$ cat src/register_bank.sv
`timescale 1ns/10ps
module register_bank (
	input  logic        clk,
	input  logic        reset,
	input  logic [4:0]  read_reg1,
	input  logic [4:0]  read_reg2,
	input  logic [4:0]  write_reg,
	input  logic        write_enable,
	input  logic        conditional_write, // Write depends on movn_ok
	input  logic        movn_ok,
	input  logic [31:0] write_data,
	output logic [31:0] read_data1,
	output logic [31:0] read_data2
);

	logic [31:0] regs [32];
	logic        do_write;

	assign do_write = write_enable & (~conditional_write | movn_ok) & (write_reg != 5'd0);

	always_ff @(posedge clk) begin
		if (reset) begin
			for (int i = 0; i < 32; i++)
				regs[i] <= 32'd0;
		end else if (do_write) begin
			regs[write_reg] <= write_data;
		end
	end

	// $zero reads as zero whatever is stored
	assign read_data1 = (read_reg1 == 5'd0) ? 32'd0 : regs[read_reg1];
	assign read_data2 = (read_reg2 == 5'd0) ? 32'd0 : regs[read_reg2];

endmodule

$ cat config.mk
export PLATFORM = sky130hd
export DESIGN_NAME = register_bank
export DESIGN_NICKNAME = d
export VERILOG_FILES = /design/src/register_bank.sv
export SDC_FILE = /design/constraint.sdc
export NUM_CORES = 2
export LEC_CHECK = 0
export BUFFER_PORTS_ARGS = -buffer_cell sky130_fd_sc_hd__buf_4
export CORE_ASPECT_RATIO = 0.9
export CORE_MARGIN = 5
export CORE_UTILIZATION = 50
export DETAILED_ROUTE_END_ITERATION = 16
export HOLD_SLACK_MARGIN = 0.06
export MAX_ROUTING_LAYER = met4
export PLACE_DENSITY = 0.64
export REMOVE_ABC_BUFFERS = 1
export SYNTH_ARGS = -nofsm -noshare
export SYNTH_HDL_FRONTEND = slang
export SYNTH_SLANG_ARGS = --single-unit
$ cat constraint.sdc
create_clock -name clk -period 3.44 [get_ports clk]
set_input_delay 0 -clock clk [delete_from_list [all_inputs] [get_ports clk]]
set_output_delay 0 -clock clk [all_outputs]
set_load 0.1 [all_outputs]
# Yosys cells after proc, flatten, opt, wreduce, memory -nomap -nowiden
# Memory sizes are Yosys's and may differ from the RTL's.
# Index checks and enable logic that the tools add are counted.
# word_totals
register_bits,0
latch_bits,0
mem_bits_rw,1024
mem_bits_ro,0
inputBits,52
output_inout_bits,64
elab_cells,19
memories,1
# op_classes
n_addsub,0
n_mul,0
div_mod_pow,0
order_cmp,0
eq_ne,0
shift,0
muxes,10
bitwise_logic,4
reduce_logical,4
# mem_list
name,words,width,rd,rd_ports_with_merged_regs,write_ports,line,source
regs,32,32,2,0,32,16,logic [31:0] regs [32];
# op_table
op,n
2-to-1 mux 32 bit,3
OR reduction 32 bit,1
zero test 5 bit,2
2-to-1 mux 1 bit,6
2-to-1 mux 5 bit,1
nonzero test 5 bit,1
bitwise AND 1 bit,2
NOT 1 bit,1
bitwise OR 1 bit,1

# Depth between registers and ports, before layout
# logic_depth
word_depth,9
mapped_depth,9
mapped_depth_nobuf,4

# Worst setup path after synthesis
# No wires, ideal clock.
# synth_path
path_kind,input to output
from,in read_reg2[2]
to,out read_data2[31]
arrival_time_ps,5737
t_required_ps,3440
setup_slack_ps,-2297
path_stages,6
path_buffers,2
path_cell_list,buf_2 -> or3b_2 -> clkbuf_1 -> o221ai_1 -> a221oi_1 -> a2111oi_0
# synth_between
elab_chain_cells,2
word_cells_on_any_way,3
cone_classes,mux: 1; reduce/logical: 1; memory: 1
# synth_lines
item,line,source
from (decl),6,"input logic [4:0] read_reg2,"
memory (32 x 32 bit) or zero test 5 bit (tied branches),--,
2-to-1 mux 32 bit (*),32,assign read_data2 = (read_reg2 == 5'd0) ? 32'd0 : regs[read_reg2];
to (decl),13,output logic [31:0] read_data2
# Mark *: on every way between the ends. The rest lies on a longest branch, timed or not.

==> impl_metrics.csv <==
group,metric,value,unit
detailed_routing,routed-via-count,36120,
detailed_routing,drcViolationCount,0,
clock_network,cts_tree,"done",
hold_path,hold_start,"write_data[22]",
yosys,yosys.area.top_type,"edfxtp_1",
global_routing,grt_pass1_vias,36650,
yosys,syn_inst,3635,
yosys,async_reset_ff_share,0,%
run_status,status,"complete, no violations",
yosys,synth_mux_area_share,22.32,%
worst_setup_path,critPathMaxFanout,2,
place,gp_routability_congestion,0.9020,
detailed_routing,drt_wl_total,190900,µm
floorplan,rows,115,
sta,slew_violations,0,
final_layout,final_nets,3776,
final_layout,final_cell_area,61370,µm²
global_routing,antenna_found_initial,8,
final_layout,drive_above_1_share,25.79,%
final_layout,top_register,"regs",
global_routing,use_met2,50.79,%
worst_setup_path,required,3.44,ns
power,ir_drop,0.4091,mV
sta,fmaxAchievable,295.3,MHz
sta,setup_viol,0,
detailed_routing,drtIter0Drc,5502,
final_layout,largest_reg_flops,1024,
sta,tightestPinTransition,1.216,ns
detailed_routing,ant_nets,0,
place,place_inst,5043,
yosys,netlist_top_cells_area,"edfxtp_1, mux4_2, and2_1",
place,detailed_place_hpwl,115700,µm
place,port-buffer-count,115,
sta,post-route-period-util,98.43,%
detailed_routing,wl_per_cell,36.19,µm
clock_network,cts_inserted_buffers,108,
power,combPwrFrac,15.3,%
detailed_routing,viasPerCell,6.845,
yosys,syn_avg_cell_area,15.01,µm²
yosys,synth_top_family_by_area,"multiplexers",
global_routing,grt-busiest-layer,"met2",
sta,whs,0.4012,ns
yosys,synth_area,54570,µm²
clock_network,htree_levels,3,
final_layout,fillCellCount,8470,
yosys,yosys.area.top_type_share,56.35,%
final_layout,instances_no_fill,5276,
sta,finalSetupTns,0,ns
power,p_int,22350,µW
final_layout,area_growth,12.45,%
hold_path,whs_endpoint,"regs[17][22]",
floorplan,die_w,358.2,µm
sta,hold_viol,0,
yosys,synth-compound-area-share,4.480,%
global_routing,use_met3,8.959,%
worst_setup_path,arrival,3.39,ns
sta,rsz0062_at_grt,"false",
yosys,yosys.area_share.xor_xnor,0,%
floorplan,dieArea,115900,µm²
clock_network,clk_pin_slew_worst_paths,0.06,ns
yosys,yosysSeqAreaShare,56.35,%
clock_network,cts_sinks,1024,
global_routing,grtUsageMet1,44.19,%
hold_path,min_path_cells,3,
floorplan,core-area,108800,µm²
yosys,synth_edf_count,1024,
clock_network,cts-root-buf,"clkbuf_16",
power,p_switching,8298,µW
flow_run,drv_cap,0,
power,switching_share,27.08,%
yosys,synth_seq_cells,1024,
clock_network,cts_buffer_depth,3,
global_routing,grt_overflow,0,
yosys,ys_types,47,
worst_setup_path,crit_path_end_kind,"output pin",
yosys,yosys-top-cells-count,"edfxtp_1, and2_1, mux4_2, clkbuf_1, mux2i_1",
global_routing,grtUsageTotal,33.67,%
power,p_leak,0.02149,µW
yosys,ys.flop_type,"edfxtp_1",
power,seqPwrFrac,48.3,%
final_layout,top_regs,"regs: 1024 flops",
sta,relSlewSlack,18.45,%
yosys,ys_warn_count,0,
yosys,yosysMostFrequentCell,"edfxtp_1",
hold_path,hp-class,"in2reg",
yosys,synthAdderAreaFrac,0,%
floorplan,io_pins,116,
global_routing,grt_pass1_wl,267900,µm
power,p_per_area,499.5,nW/µm²
detailed_routing,dr.pass1.iters,6,
place,placed_area,57720,µm²
yosys,synthSimpleGateAreaFrac,13.51,%
power,clockPowerShare,36.4,%
worst_setup_path,start_kind,"register",
floorplan,start_util,50.17,%
floorplan,die_h,323.4,µm
worst_setup_path,worstSetupPathType,"reg2out",
global_routing,grt_max_degree,75,
sta,fin_crit,3.386,ns
power groups by stage:
| stage | Sequential [µW] | Clock [µW] | Combinational (µW) |
|---|---|---|---|
| after floorplan | 14900 | 0 | 2620 |
| after global placement | 15000 | 0 | 4530 |
| after detailed placement | 15000 | 0 | 4570 |
| after CTS | 14800 | 11200 | 4620 |
| after global routing | 14800 | 11800 | 4800 |
| final | 14800 | 11200 | 4680 |
cell usage in the layout (no fill, tap or decap), drive strengths merged, types with 30 or more instances in the layout:
cell type / netlist / layout
mux2i: 246 / 246
conb: 1 / 32
mux2: 37 / 37
nor2: 36 / 36
and2: 1009 / 1009
o22ai: 42 / 42
nor2b: 38 / 38
edfxtp: 1024 / 1024
a21oi: 30 / 30
or2: 32 / 32
a22oi: 67 / 67
mux4: 413 / 413
a211oi: 42 / 42
dlygate4sd3: 0 / 33
nor3: 48 / 48
buf: 121 / 310
a22o: 50 / 50
clkinv: 1 / 57
clkbuf: 274 / 132
what timing repair did:
action,in CTS,in global routing
hold buffers,33,0
hold endpoints to repair,1024,0
endpoints found under the setup margin,0,2
resized for setup,0,2
setup buffers,0,0
worst max-delay path by stage:
stage                       startpoint             end  slack (ns)  cells after the start
after floorplan           read_reg2[2]  read_data2[31]       -2.72                      3
after global placement    read_reg2[0]   read_data2[0]        0.59                      7
after detailed placement  read_reg2[2]  read_data2[13]        0.56                      8
after CTS                 regs[31][16]  read_data1[16]        0.18                      5
after global routing       regs[31][8]   read_data2[8]        0.04                      5
final                      regs[31][8]   read_data2[8]        0.05                      5
per-stage QoR:
stage          worst slack (ns)  power (µW)  utilization [%]
3_5_place_dp             0.5596       19610            53.06
4_1_cts                  0.1811       30640            56.39
3_3_place_gp             0.5870       19500            53.06
2_1_floorplan            -2.724       17470                -
5_1_grt                 0.04239       31410            56.41
6_report                0.05410       30650            56.41
final cells by class:
class / count / area, µm² / area share, %
Inverter: 1 / 3.754 / 0.006117
Clock buffer: 132 / 2856 / 4.655
Clock inverter: 65 / 440.4 / 0.7177
Multi-Input combinational cell: 2246 / 22350 / 36.43
Tap cell: 1462 / 1829 / 2.981
Antenna cell: 3 / 7.507 / 0.01223
Sequential cell: 1024 / 30750 / 50.11
Timing Repair Buffer: 343 / 3126 / 5.093
cells by family (layout without fill, tap and decap cells):
kind of cell	Yosys count	in the layout
and+or+nand+nor	1199	1199
DFF	1024	1024
muxes	696	696
buffers and inverters	396	541
AOI/OAI and AO/OA	319	319
other	1	35
layer usage:
metal | wire length [µm] | part of all wire [%] | vias to the layer above
met1 | 69900 | 37 | 18600
met5 | 0 | 0 | -
li1 | - | - | 14170
met4 | 8926 | 4.7 | 0
met3 | 25020 | 13 | 559
met2 | 87070 | 46 | 2797
critical path, stage by stage, from the launching register on:
cell	delay, ns
edfxtp_1	0.42
mux4_2	0.48
a22o_1	0.29
a211oi_1	0.96
nor3_1	0.24
buf_4	0.32
Power figures use the tool's default switching activity.
