## config.mk

```make
export PLATFORM = sky130hd
export DESIGN_NAME = control_unit
export DESIGN_NICKNAME = d
export VERILOG_FILES = /design/src/core_pkg.sv /design/src/isa_pkg.sv /design/src/control_unit.sv
export SDC_FILE = /design/constraint.sdc
export NUM_CORES = 1
export LEC_CHECK = 0
export ABC_AREA = 1
export BUFFER_PORTS_ARGS = -buffer_cell sky130_fd_sc_hd__buf_2
export CELL_PAD_IN_SITES_DETAIL_PLACEMENT = 0
export CELL_PAD_IN_SITES_GLOBAL_PLACEMENT = 1
export CORE_MARGIN = 5
export CORE_UTILIZATION = 21
export DETAILED_ROUTE_END_ITERATION = 8
export GPL_ROUTABILITY_DRIVEN = 0
export GPL_TIMING_DRIVEN = 0
export PLACE_DENSITY = 0.85
export SLEW_MARGIN = 0
export SYNTH_ARGS = -nofsm -noshare
export SYNTH_HDL_FRONTEND = slang
export SYNTH_SLANG_ARGS = --single-unit
```

## constraint.sdc

```tcl
create_clock -name vclk -period 1.05
set_input_delay 0.21 -clock vclk [all_inputs]
set_output_delay 0.21 -clock vclk [all_outputs]
set_load 0.005 [all_outputs]
```

## src/core_pkg.sv

```systemverilog
package core_pkg;

	// ALU operations
	typedef enum logic [3:0] {
		alu_add,
		alu_sub,
		alu_and,
		alu_or,
		alu_xor,
		alu_nor,
		alu_slt,
		alu_sltu,
		alu_sll,
		alu_srl,
		alu_sra,
		alu_lui,
		alu_pass_a // movn passes rs through
	} alu_op_t;

	typedef enum logic [1:0] {pc_seq, pc_branch, pc_jump, pc_jump_reg} pc_src_t;
	typedef enum logic [1:0] {wb_alu, wb_mem, wb_link, wb_muu} wb_src_t;
	typedef enum logic [1:0] {dst_rt, dst_rd, dst_ra} reg_dst_t;
	typedef enum logic [1:0] {muu_none, muu_mult, muu_multu, muu_read} muu_op_t;

	// Memory sizes in 32-bit words
	localparam int imem_words  = 64;
	localparam int dmem_words  = 64;
	localparam int imem_addr_w = $clog2(imem_words);
	localparam int dmem_addr_w = $clog2(dmem_words);

endpackage

```

## src/isa_pkg.sv

```systemverilog
package isa_pkg;

	// R-type field layout
	typedef struct packed {
		logic [5:0] opcode;
		logic [4:0] rs;
		logic [4:0] rt;
		logic [4:0] rd;
		logic [4:0] shamt;
		logic [5:0] funct;
	} r_fmt_t;

	typedef struct packed {
		logic [5:0]  opcode;
		logic [4:0]  rs;
		logic [4:0]  rt;
		logic [15:0] imm; // Sign or zero extended by the ALU
	} i_fmt_t;

	typedef struct packed {
		logic [5:0]  opcode;
		logic [25:0] target; // Word index inside the current 256 MB region
	} j_fmt_t;

	// Same 32-bit word seen through each format
	typedef union packed {
		r_fmt_t r_fmt;
		i_fmt_t i_fmt;
		j_fmt_t j_fmt;
	} instr_t;

	// Opcodes
	localparam logic [5:0] op_rtype = 6'h00;
	localparam logic [5:0] op_j     = 6'h02;
	localparam logic [5:0] op_jal   = 6'h03;
	localparam logic [5:0] op_beq   = 6'h04;
	localparam logic [5:0] op_bne   = 6'h05;
	localparam logic [5:0] op_addi  = 6'h08;
	localparam logic [5:0] op_addiu = 6'h09;
	localparam logic [5:0] op_slti  = 6'h0a;
	localparam logic [5:0] op_andi  = 6'h0c;
	localparam logic [5:0] op_ori   = 6'h0d;
	localparam logic [5:0] op_xori  = 6'h0e;
	localparam logic [5:0] op_lui   = 6'h0f;
	localparam logic [5:0] op_lb    = 6'h20;
	localparam logic [5:0] op_lw    = 6'h23;
	localparam logic [5:0] op_sb    = 6'h28;
	localparam logic [5:0] op_sw    = 6'h2b;

	// Funct codes for op_rtype
	localparam logic [5:0] fn_sll   = 6'h00;
	localparam logic [5:0] fn_srl   = 6'h02;
	localparam logic [5:0] fn_sra   = 6'h03;
	localparam logic [5:0] fn_jr    = 6'h08;
	localparam logic [5:0] fn_jalr  = 6'h09;
	localparam logic [5:0] fn_movn  = 6'h0b;
	localparam logic [5:0] fn_mfhi  = 6'h10;
	localparam logic [5:0] fn_mflo  = 6'h12;
	localparam logic [5:0] fn_mult  = 6'h18;
	localparam logic [5:0] fn_multu = 6'h19;
	localparam logic [5:0] fn_add   = 6'h20;
	localparam logic [5:0] fn_addu  = 6'h21;
	localparam logic [5:0] fn_sub   = 6'h22;
	localparam logic [5:0] fn_subu  = 6'h23;
	localparam logic [5:0] fn_and   = 6'h24;
	localparam logic [5:0] fn_or    = 6'h25;
	localparam logic [5:0] fn_xor   = 6'h26;
	localparam logic [5:0] fn_nor   = 6'h27;
	localparam logic [5:0] fn_slt   = 6'h2a;
	localparam logic [5:0] fn_sltu  = 6'h2b;

endpackage

```

## src/control_unit.sv

```systemverilog
`timescale 1ns/10ps
module control_unit import isa_pkg::*, core_pkg::*; (
	input  instr_t   instr,
	output pc_src_t  pc_src,
	output reg_dst_t reg_dst,
	output wb_src_t  wb_src,
	output alu_op_t  alu_op,
	output logic     alu_src_imm,     // Operand B from the immediate
	output logic     imm_signed,
	output logic     branch_on_equal, // beq when set, bne otherwise
	output logic     mem_write,
	output logic     mem_byte,
	output logic     reg_write,
	output logic     conditional_write, // movn
	output muu_op_t  muu_op
);

	always_comb begin
		// No-op unless decoded below
		pc_src            = pc_seq;
		reg_dst           = dst_rd;
		wb_src            = wb_alu;
		alu_op            = alu_add;
		alu_src_imm       = 1'b0;
		imm_signed        = 1'b1;
		branch_on_equal   = 1'b0;
		mem_write         = 1'b0;
		mem_byte          = 1'b0;
		reg_write         = 1'b0;
		conditional_write = 1'b0;
		muu_op            = muu_none;

		case (instr.r_fmt.opcode)
			op_rtype: begin
				reg_write = 1'b1; // Most R-type ops write rd
				case (instr.r_fmt.funct)
					fn_add, fn_addu: alu_op = alu_add; // No overflow trap
					fn_sub, fn_subu: alu_op = alu_sub;
					fn_and:  alu_op = alu_and;
					fn_or:   alu_op = alu_or;
					fn_xor:  alu_op = alu_xor;
					fn_nor:  alu_op = alu_nor;
					fn_slt:  alu_op = alu_slt;
					fn_sltu: alu_op = alu_sltu;
					fn_sll:  alu_op = alu_sll;
					fn_srl:  alu_op = alu_srl;
					fn_sra:  alu_op = alu_sra;
					fn_jr: begin
						pc_src    = pc_jump_reg;
						reg_write = 1'b0;
					end
					fn_jalr: begin
						pc_src = pc_jump_reg;
						wb_src = wb_link;
					end
					fn_movn: begin
						alu_op            = alu_pass_a;
						conditional_write = 1'b1; // Gated by rt != 0
					end
					fn_mult, fn_multu: begin
						muu_op    = (instr.r_fmt.funct == fn_mult) ? muu_mult : muu_multu;
						reg_write = 1'b0; // Result lands in hi/lo
					end
					fn_mfhi, fn_mflo: begin
						muu_op = muu_read;
						wb_src = wb_muu;
					end
					default: reg_write = 1'b0; // Unknown funct
				endcase
			end
			op_addi, op_addiu, op_slti, op_andi, op_ori, op_xori, op_lui: begin
				reg_dst     = dst_rt;
				alu_src_imm = 1'b1;
				reg_write   = 1'b1;
				case (instr.i_fmt.opcode)
					op_slti: alu_op = alu_slt;
					op_andi: alu_op = alu_and;
					op_ori:  alu_op = alu_or;
					op_xori: alu_op = alu_xor;
					op_lui:  alu_op = alu_lui;
					default: alu_op = alu_add;
				endcase
				// Logical immediates are zero extended
				imm_signed = !(instr.i_fmt.opcode inside {op_andi, op_ori, op_xori});
			end
			op_lw, op_lb: begin
				reg_dst     = dst_rt;
				alu_src_imm = 1'b1; // Base plus signed offset
				wb_src      = wb_mem;
				mem_byte    = (instr.i_fmt.opcode == op_lb);
				reg_write   = 1'b1;
			end
			op_sw, op_sb: begin
				alu_src_imm = 1'b1;
				mem_write   = 1'b1;
				mem_byte    = (instr.i_fmt.opcode == op_sb);
			end
			op_beq, op_bne: begin
				pc_src          = pc_branch;
				alu_src_imm     = 1'b1; // Operand B carries the offset to the PC
				branch_on_equal = (instr.i_fmt.opcode == op_beq);
			end
			op_j: pc_src = pc_jump;
			op_jal: begin
				pc_src    = pc_jump;
				reg_dst   = dst_ra;
				wb_src    = wb_link;
				reg_write = 1'b1;
			end
			default: ; // Unknown opcode stays a no-op
		endcase
	end

endmodule

```

Word level (Yosys, flattened, before mapping)
Index checks and enable logic that the tools add are counted.
W data, S select, Z words.
{"block": "word_totals", "out_inout_bits": 19, "reg_bits": 0, "elab_cells": 71}
{"block": "classes", "reduce_logical": 17, "n_mux": 20, "n_eq_ne": 34}
{"operator": "$eq A6 B6 Y1 const B", "n": 14}
{"operator": "$eq A6 B4 Y1 const B", "n": 10}
{"operator": "$pmux W4 S11", "n": 1}
{"operator": "$eq A6 B2 Y1 const B", "n": 4}
{"operator": "$eq A6 B5 Y1 const B", "n": 4}
{"operator": "$pmux W4 S5", "n": 1}
{"operator": "$reduce_or A17 Y1", "n": 1}
{"operator": "$reduce_or A2 Y1", "n": 8}
{"operator": "$reduce_or A13 Y1", "n": 1}
{"operator": "$eq A6 B3 Y1 const B", "n": 2}
{"operator": "$logic_not A6 Y1", "n": 2}
{"operator": "$pmux W2 S2", "n": 3}
{"operator": "$pmux W2 S3", "n": 2}
{"operator": "$reduce_or A10 Y1", "n": 1}
{"operator": "$reduce_or A9 Y1", "n": 1}
{"operator": "$pmux W4 S2", "n": 1}
{"operator": "$mux W1", "n": 7}
{"operator": "$reduce_or A7 Y1", "n": 1}
{"operator": "$mux W2", "n": 3}
{"operator": "$pmux W1 S2", "n": 2}
{"operator": "$reduce_bool A3 Y1", "n": 1}
{"operator": "$logic_not A1 Y1", "n": 1}

Logic depth before layout (Yosys ltp)
Gate-level depths: netlist of run 1.
{"block": "logic_depth", "ltp_word": 4, "mapped_depth": 9, "mapped_depth_nobuf": 9}

Worst setup path after synthesis of run 1
OpenSTA, ideal clock, no wires.
{"block": "synth_path", "path_kind": "in2out", "from": "input instr[1] (netlist name)", "to": "output reg_write", "setup_slack_ns": -0.039, "cell_stages": 9, "required_time_ns": 0.840, "arrival_ns": 0.879, "cell_sequence": "buf_2 > nand2_1 > inv_1 > nand3_1 > inv_1 > nor2_1 > nand2_1 > nand2_1 > nand2_2"}
{"block": "synth_between", "elab_chain_cells": 4, "elab_cells_between_ends": 20, "cone_classes": "eq/ne: 16; mux: 2; reduce/logical: 2"}
{"element": "from (decl)", "line_no": "control_unit.sv:3", "source": "input instr_t instr,"}
{"element": "$eq A6 B5 Y1 (tied with other cells)", "line_no": "control_unit.sv:36", "source": "case (instr.r_fmt.funct)"}
{"element": "$reduce_or A17 Y1 (no source line) (*)"}
{"element": "$mux W1 (*)", "line_no": "control_unit.sv:36"}
{"element": "$pmux W1 S2 (*)", "line_no": "control_unit.sv:33", "source": "case (instr.r_fmt.opcode)"}
{"element": "to (decl)", "line_no": "control_unit.sv:13", "source": "output logic reg_write,"}
Every way passes the cells marked *; elsewhere a longest branch is shown, timed or not.

Worst setup path in the final report of run 1
{"block": "layout_path", "from": "input instr[27] (netlist name)", "to": "output alu_src_imm"}
{"block": "layout_between", "elab_chain_cells": 3, "elab_cells_between_ends": 15, "cone_classes": "eq/ne: 13; mux: 1; reduce/logical: 1"}
{"element": "$eq A6 B4 Y1 (tied with other cells)", "line_no": "control_unit.sv:33"}
{"element": "$reduce_or A13 Y1 (no source line) (*)"}
{"element": "$mux W1 (*)", "line_no": "control_unit.sv:33"}
{"element": "to (decl)", "line_no": "control_unit.sv:8", "source": "output logic alu_src_imm,"}
Marked as above.

==> run metrics, run 1 <==
status complete, but fails checks; failing checks negative setup slack; peak supply drop 168 uV; # IOs 51; startpoint types primary input; Slew Limit Fails 0; Post-Syn Area 562 sq um; gr usage total 0.112; vias post-DR 900; largest net degree at the start of global routing 9; DR pass1 iterations 4; Nets 194; Die Wd 61.7 um; Final Hold Vio Count 0; PwrDens 285 mW/mm^2; final setup fails 19; Vias/cell 4.74; Most common cell on crit path buf_2; cts hold-fix bufs 0; Setup crit end kind output pin; Final ANT Viol Nets 0; fmax 730 MHz; global-route wire length before repair 3420 um; Design Power 0.308 mW; Worst EP arrival 1160 ps; Initial Util 0.223; hold crit path type primary input to output pin; sequential cell area 0 sq um; HPWL reported at the end of detailed placement 1580 um; cell family with most CP delay buffers and inverters; post-route design area 0.00108 sq mm; Critical-path top delay cell o21ai_0; CP max stage delay 330 ps; area of the multi-input gates 579 sq um; antenna violations before repair 0; area grow syn2layout 92.4%; placed instance area 759 sq um; Worst Path Buf+Inv 3; Hold Path Stages 3; clock buffers 0; Leakage Power 0.599 nW; DRC viols 0; die height 61.7 um; # rows 18; post-synthesis sequential area ratio 0; WS Path Type primary input to output pin; number of synthesis warnings 0; number of global-route vias before repair 832; final WL 2280 um; WL per Instance 12.0 um; crit path time final 1370 ps; PortBufs 30; layout cells sized above 1 0.544; CORE AREA 0.00252 sq mm; post-synthesis net count 145; Syn Area/Cell 4.97 sq um; dpl ws -393 ps; critical path depth in cells 6; drt initial violations 28; Max-cap violations 0; Slew @ Worst Pin 338 ps; RSZ-0062 raised after global routing true; cells after synthesis 113; Ant. Diodes 0; Die ar. 0.00381 sq mm; Seq cells 0; period utilisation layout 1.30; filler cell count 276; Critical Path Fanout Max 3; gr ovfl total 0; Rel. slew slack 0.772; commonest non-fill, non-tap cell in the layout nand2_1; CP Cell Sequence buf_2 -> nand2_2 -> inv_1 -> o21ai_0 -> nand4_1 -> buf_2; synth unique cells 22; CP required 840 ps; Setup WS post-layout -320 ps; commonest non-fill, non-tap cells in the layout nand2_1 (28), buf_2 (19), inv_1 (15)
cells in the mapped netlist, drive strengths merged:
master / number / area [sq um]
a21boi: 1 / 7.51
a21oi: 3 / 15.0
and2: 1 / 8.76
buf: 1 / 5.00
inv: 22 / 82.6
nand2: 32 / 133
nand3: 14 / 75.1
nand4: 5 / 37.5
nor2: 24 / 135
nor3: 2 / 10.0
o211ai: 2 / 20.0
o21ai: 5 / 25.0
o31ai: 1 / 7.51
tightest hold or removal path: stages:
cell	delay [ps]
buf_6	100
nor2_1	40
buf_2	120
metal layers:
layer  wire [um]  share of wire  up-vias  GRT usage
li1            -              -      453          -
met3         144          0.063        2    0.00620
met2        1230           0.54       24      0.217
met4          18         0.0079        0          0
met5           0              0        -          0
met1         881           0.39      421      0.143
power by group:
group | total [mW] | switching [mW] | internal, mW
clock network | 0 | 0 | 0
registers | 0 | 0 | 0
logic | 0.308 | 0.167 | 0.141
metrics by stage:
stage | hold WS, ps | TNS (ps) | util | std cells
after floorplan | 451 | 0 | - | 113
after global placement | 723 | -4510 | 0.301 | 173
after detailed placement | 724 | -4880 | 0.301 | 173
after CTS | 697 | -3430 | 0.374 | 184
after global routing | 696 | -5380 | 0.429 | 190
final | 685 | -4000 | 0.429 | 190
layout make-up:
| class | instances | share of cell area |
|---|---|---|
| buffer | 1 | 0.00694 |
| inverter | 22 | 0.0810 |
| multi-input combinational | 90 | 0.536 |
| tap | 30 | 0.0347 |
| timing repair buffer | 47 | 0.341 |
cell families (layout without fill, tap and decap cells):
logic type | count (synthesis) | count (layout) | synth area share
AND/OR/NAND/NOR | 78 | 78 | 0.710
buffers and inverters | 23 | 70 | 0.156
AO/OA/AOI/OAI | 12 | 12 | 0.134
what timing repair did:
action | 4_1_cts | 5_1_grt
pin swaps | 12 | 10
hold endpoints to repair | 0 | 0
endpoints found under the setup margin | 19 | 19
gates resized for setup | 33 | 25
buffers inserted | 11 | 6
worst paths after layout:
path / start / to / slack, ps
min: instr[26] / branch_on_equal / 680
max: instr[27] / alu_src_imm / -320
(Power assumes the default switching activity.)
==> inputs of run 2 (changes only) <==
--- a/config.mk
+++ b/config.mk
@@ -14,6 +14,7 @@
 export DETAILED_ROUTE_END_ITERATION = 8
 export GPL_ROUTABILITY_DRIVEN = 0
 export GPL_TIMING_DRIVEN = 0
+export MAX_ROUTING_LAYER = met4
 export PLACE_DENSITY = 0.85
 export SLEW_MARGIN = 0
 export SYNTH_ARGS = -nofsm -noshare
==> run metrics, run 2 (synthesized netlist as in run 1, its figures left out) <==
Setup WS post-layout -319 ps; PwrDens 285 mW/mm^2; placed cells 173; fmax 730 MHz; layout cells sized above 1 0.544; hold crit path type primary input to output pin; commonest non-fill, non-tap cell in the layout nand2_1; CP Cell Sequence buf_2 -> nand2_2 -> inv_1 -> o21ai_0 -> nand4_1 -> buf_2; peak supply drop 168 uV; antenna violations before repair 0; final WL 2280 um; area of the multi-input gates 579 sq um; global-route wire length before repair 3420 um; Initial Util 0.223; Slew @ Worst Pin 337 ps; Worst EP arrival 1160 ps; WL per Instance 12.0 um; DR pass1 iterations 4; Final ANT Viol Nets 0; failing checks negative setup slack; Ant. Diodes 0; Critical-path top delay cell o21ai_0; drt initial violations 28; commonest non-fill, non-tap cells in the layout nand2_1 (28), buf_2 (19), inv_1 (15); sequential cell area 0 sq um; crit path time final 1370 ps; post-route design area 0.00108 sq mm; Critical Path Fanout Max 3; Leakage Power 0.599 nW; # IOs 51; WS Path Type primary input to output pin; gr usage total 0.115; Rel. slew slack 0.773; Die Wd 61.7 um; placed instance area 759 sq um; Nets 194; Final Hold Vio Count 0; Seq cells 0; RSZ-0062 raised after global routing true; status complete, but fails checks; CP required 840 ps; vias post-DR 900; CP max stage delay 320 ps; HPWL reported at the end of detailed placement 1580 um; CORE AREA 0.00252 sq mm; Most common cell on crit path buf_2; period utilisation layout 1.30; Slew Limit Fails 0; Die ar. 0.00381 sq mm; # rows 18; die height 61.7 um; area grow syn2layout 92.4%; clock buffers 0; filler cell count 276; Max-cap violations 0; final setup fails 19; fin cells 190; largest net degree at the start of global routing 9; number of global-route vias before repair 832; gr ovfl total 0; Setup crit end kind output pin; PortBufs 30; DRC viols 0; startpoint types primary input; Vias/cell 4.74
-- run 2: worst max-delay path: cells and delay by family --
family                 cells  cell delay (ps)
buffers and inverters      3              390
AND/OR/NAND/NOR            2              250
AO/OA/AOI/OAI              1              320
-- run 2: through the flow --
step,hold slack (ps),setup WS (ps),TNS (ps),total power [mW],utilization
after global routing,696,-419,-5380,0.333,0.429
after detailed placement,724,-393,-4880,0.191,0.301
after CTS,697,-252,-3430,0.251,0.374
final,685,-319,-4000,0.308,0.429
after global placement,723,-360,-4510,0.188,0.301
after floorplan,451,4.19,0,0.113,-
-- run 2: report_power, final --
group          switching (mW)  internal (mW)  leakage [nW]
clock                       0              0             0
combinational           0.167          0.141         0.599
sequential                  0              0             0
total                   0.167          0.141         0.599
-- run 2: timing repair --
action / 4_1_cts / 5_1_grt
buffers inserted: 11 / 6
gates cloned: 0 / 0
pin swaps: 12 / 10
hold buffers: 0 / 0
setup endpoints to repair: 19 / 19
gates resized for setup: 33 / 25
-- run 2: path summary, 6_finish.rpt --
check | from | end | slack (ps) | depth (start not counted)
worst min-delay path | instr[26] | branch_on_equal | 680 | 3
worst max-delay path | instr[27] | alu_src_imm | -320 | 6
-- run 2: cell type report --
class                           count  share of cell area
Timing Repair Buffer               47               0.341
Buffer                              1             0.00694
Tap cell                           30              0.0347
Inverter                           22              0.0810
Multi-Input combinational cell     90               0.536
-- run 2: layer usage --
metal  wire length, um  track usage  part of all wire
met1               898        0.145              0.39
met2              1230        0.217              0.54
met3               127      0.00207             0.056
met4                18            0            0.0079
met5                 0            -                 0
==> inputs of run 3 (changes only) <==
--- a/config.mk
+++ b/config.mk
@@ -5,17 +5,17 @@
 export SDC_FILE = /design/constraint.sdc
 export NUM_CORES = 1
 export LEC_CHECK = 0
-export ABC_AREA = 1
+export ABC_AREA = 0
 export BUFFER_PORTS_ARGS = -buffer_cell sky130_fd_sc_hd__buf_2
 export CELL_PAD_IN_SITES_DETAIL_PLACEMENT = 0
 export CELL_PAD_IN_SITES_GLOBAL_PLACEMENT = 1
 export CORE_MARGIN = 5
-export CORE_UTILIZATION = 21
+export CORE_UTILIZATION = 25
 export DETAILED_ROUTE_END_ITERATION = 8
 export GPL_ROUTABILITY_DRIVEN = 0
 export GPL_TIMING_DRIVEN = 0
 export MAX_ROUTING_LAYER = met4
-export PLACE_DENSITY = 0.85
+export PLACE_DENSITY = 0.87
 export SLEW_MARGIN = 0
 export SYNTH_ARGS = -nofsm -noshare
 export SYNTH_HDL_FRONTEND = slang
==> constraint.sdc (replaced) <==
create_clock -name vclk -period 1.5
set_input_delay 0.3 -clock vclk [all_inputs]
set_output_delay 0.3 -clock vclk [all_outputs]
set_load 0.005 [all_outputs]
==> run metrics, run 3 <==
failing checks negative setup slack; vias post-DR 906; period utilisation layout 1.22; antenna violations before repair 0; Worst EP arrival 1530 ps; Seq cells 0; clock buffers 0; number of synthesis warnings 0; combinational family with the most area after synthesis simple AND/OR/NAND/NOR gates; commonest non-fill, non-tap cells in the layout buf_2 (27), nor2_1 (12), nand2_1 (8), buf_4 (8); fmax 546 MHz; Nets 174; largest area contributor in the netlist nor2_1; die height 59.7 um; met1 usage 0.165; Critical Path Fanout Max 4; Slew Limit Fails 0; Initial Util 0.256; Hold Startpoint instr[30]; fin cells 170; area grow syn2layout 80.5%; final WL 2350 um; top-area cell type share of the netlist area 0.0974; cts hold-fix bufs 0; post-synthesis mux area share 0.0345; cells after synthesis 105; placed cells 164; Syn Area/Cell 5.87 sq um; compound-gate portion of the synthesized area 0.341; crit path time final 1830 ps; simple-gate share of the synthesized area 0.487; drt initial violations 17; synth unique cells 43; post-synthesis net count 137; gr ovfl total 0; Slew @ Worst Pin 269 ps; sequential cell area 0 sq um; largest net degree at the start of global routing 11; layout cells sized above 1 0.536; Setup WS post-layout -332 ps; PortBufs 29; met2 usage 0.213; number of global-route vias before repair 805; top-count cell post-synth nor2_1; Post-Syn Area 617 sq um; commonest non-fill, non-tap cell in the layout buf_2; final setup fails 14; Max-cap violations 0; GR peak layer met2; utilization after layout 0.462; synthesized-area fraction occupied by xor and xnor cells 0.0142; WS Path Type primary input to output pin; top post-synthesis cells by count nor2_1 (16), clkbuf_1 (10), a21oi_1 (9); Final ANT Viol Nets 0; peak supply drop 138 uV; Die ar. 0.00356 sq mm; status complete, but fails checks; DR pass1 iterations 4; Hold Path Stages 3; startpoint types primary input; Leakage Power 0.473 nW; CORE AREA 0.00241 sq mm; hold crit path type primary input to output pin; Vias/cell 5.33; placed instance area 823 sq um; # IOs 51; Ant. Diodes 0; # rows 18; Die Wd 59.7 um; post-synthesis sequential area ratio 0; gr usage total 0.123; grt met3 use 0.00864; global-route wire length before repair 3540 um; WL per Instance 13.8 um; Design Power 0.258 mW; Rel. slew slack 0.821; Synth Area in Adders 0; worst hold endpoint pc_src[0]; CP required 1200 ps; Final Hold Vio Count 0; post-route design area 0.00111 sq mm; PwrDens 231 mW/mm^2; Setup crit end kind output pin; RSZ-0062 raised after global routing true; DRC viols 0; HPWL reported at the end of detailed placement 1620 um; ranking of synthesized cells by area nor2_1 (9.7%), a21oi_1 (7.3%), clkbuf_1 (6.1%), o21ai_0 (5.7%), nand2_1 (4.9%)
[run 3: worst max-delay path by stage]
stage	startpoint	endpoint	slack [ps]	cells after the start
2_1_floorplan	instr[31]	muu_op[0]	-190	5
3_3_place_gp	instr[30]	muu_op[0]	-520	7
3_5_place_dp	instr[30]	muu_op[0]	-510	7
4_1_cts	instr[31]	muu_op[0]	-340	6
5_1_grt	instr[31]	muu_op[0]	-400	6
6_report	instr[31]	muu_op[0]	-330	6
[run 3: layout make-up]
type	instances	area (sq um)
Buffer	11	114
Fill cell	241	1300
Inverter	5	18.8
Multi-Input combinational cell	87	691
Tap cell	30	37.5
Timing Repair Buffer	37	253
[run 3: where the power goes]
| part | internal (mW) | leakage (nW) | switching, mW |
|---|---|---|---|
| sequential | 0 | 0 | 0 |
| combinational | 0.121 | 0.473 | 0.136 |
| clock | 0 | 0 | 0 |
| total | 0.121 | 0.473 | 0.136 |
[run 3: logic make-up after synthesis]
family / Yosys count
simple gates: 54
compound gates: 30
xor+xnor: 1
buf+inv: 18
mux: 2
[run 3: per-layer routing]
| metal | up-vias | part of all wire | wire (um) |
|---|---|---|---|
| met3 | 2 | 0.063 | 147 |
| met4 | 0 | 0.0013 | 3 |
| met1 | 420 | 0.42 | 989 |
| li1 | 447 | - | - |
| met2 | 37 | 0.51 | 1210 |
| met5 | - | 0 | 0 |
[run 3: what timing repair did]
action	4_1_cts	5_1_grt
endpoints found under the hold margin	0	0
resized for setup	40	30
pin swaps	9	14
buffers inserted	5	2
setup endpoints to repair	18	16
cloned	0	1
[run 3: stage by stage]
stage	hold slack, ps	setup slack (ps)	setup TNS [ps]
floorplan	626	-185	-971
global placement	924	-519	-5240
detailed placement	933	-510	-5340
CTS	964	-342	-2970
global route	987	-400	-4110
finish	965	-332	-3290
[run 3: worst max-delay path: stages]
cell	delay [ps]
buf_6	90
or4_4	590
nor2_4	120
nand2_2	80
a2111oi_4	180
buf_2	160
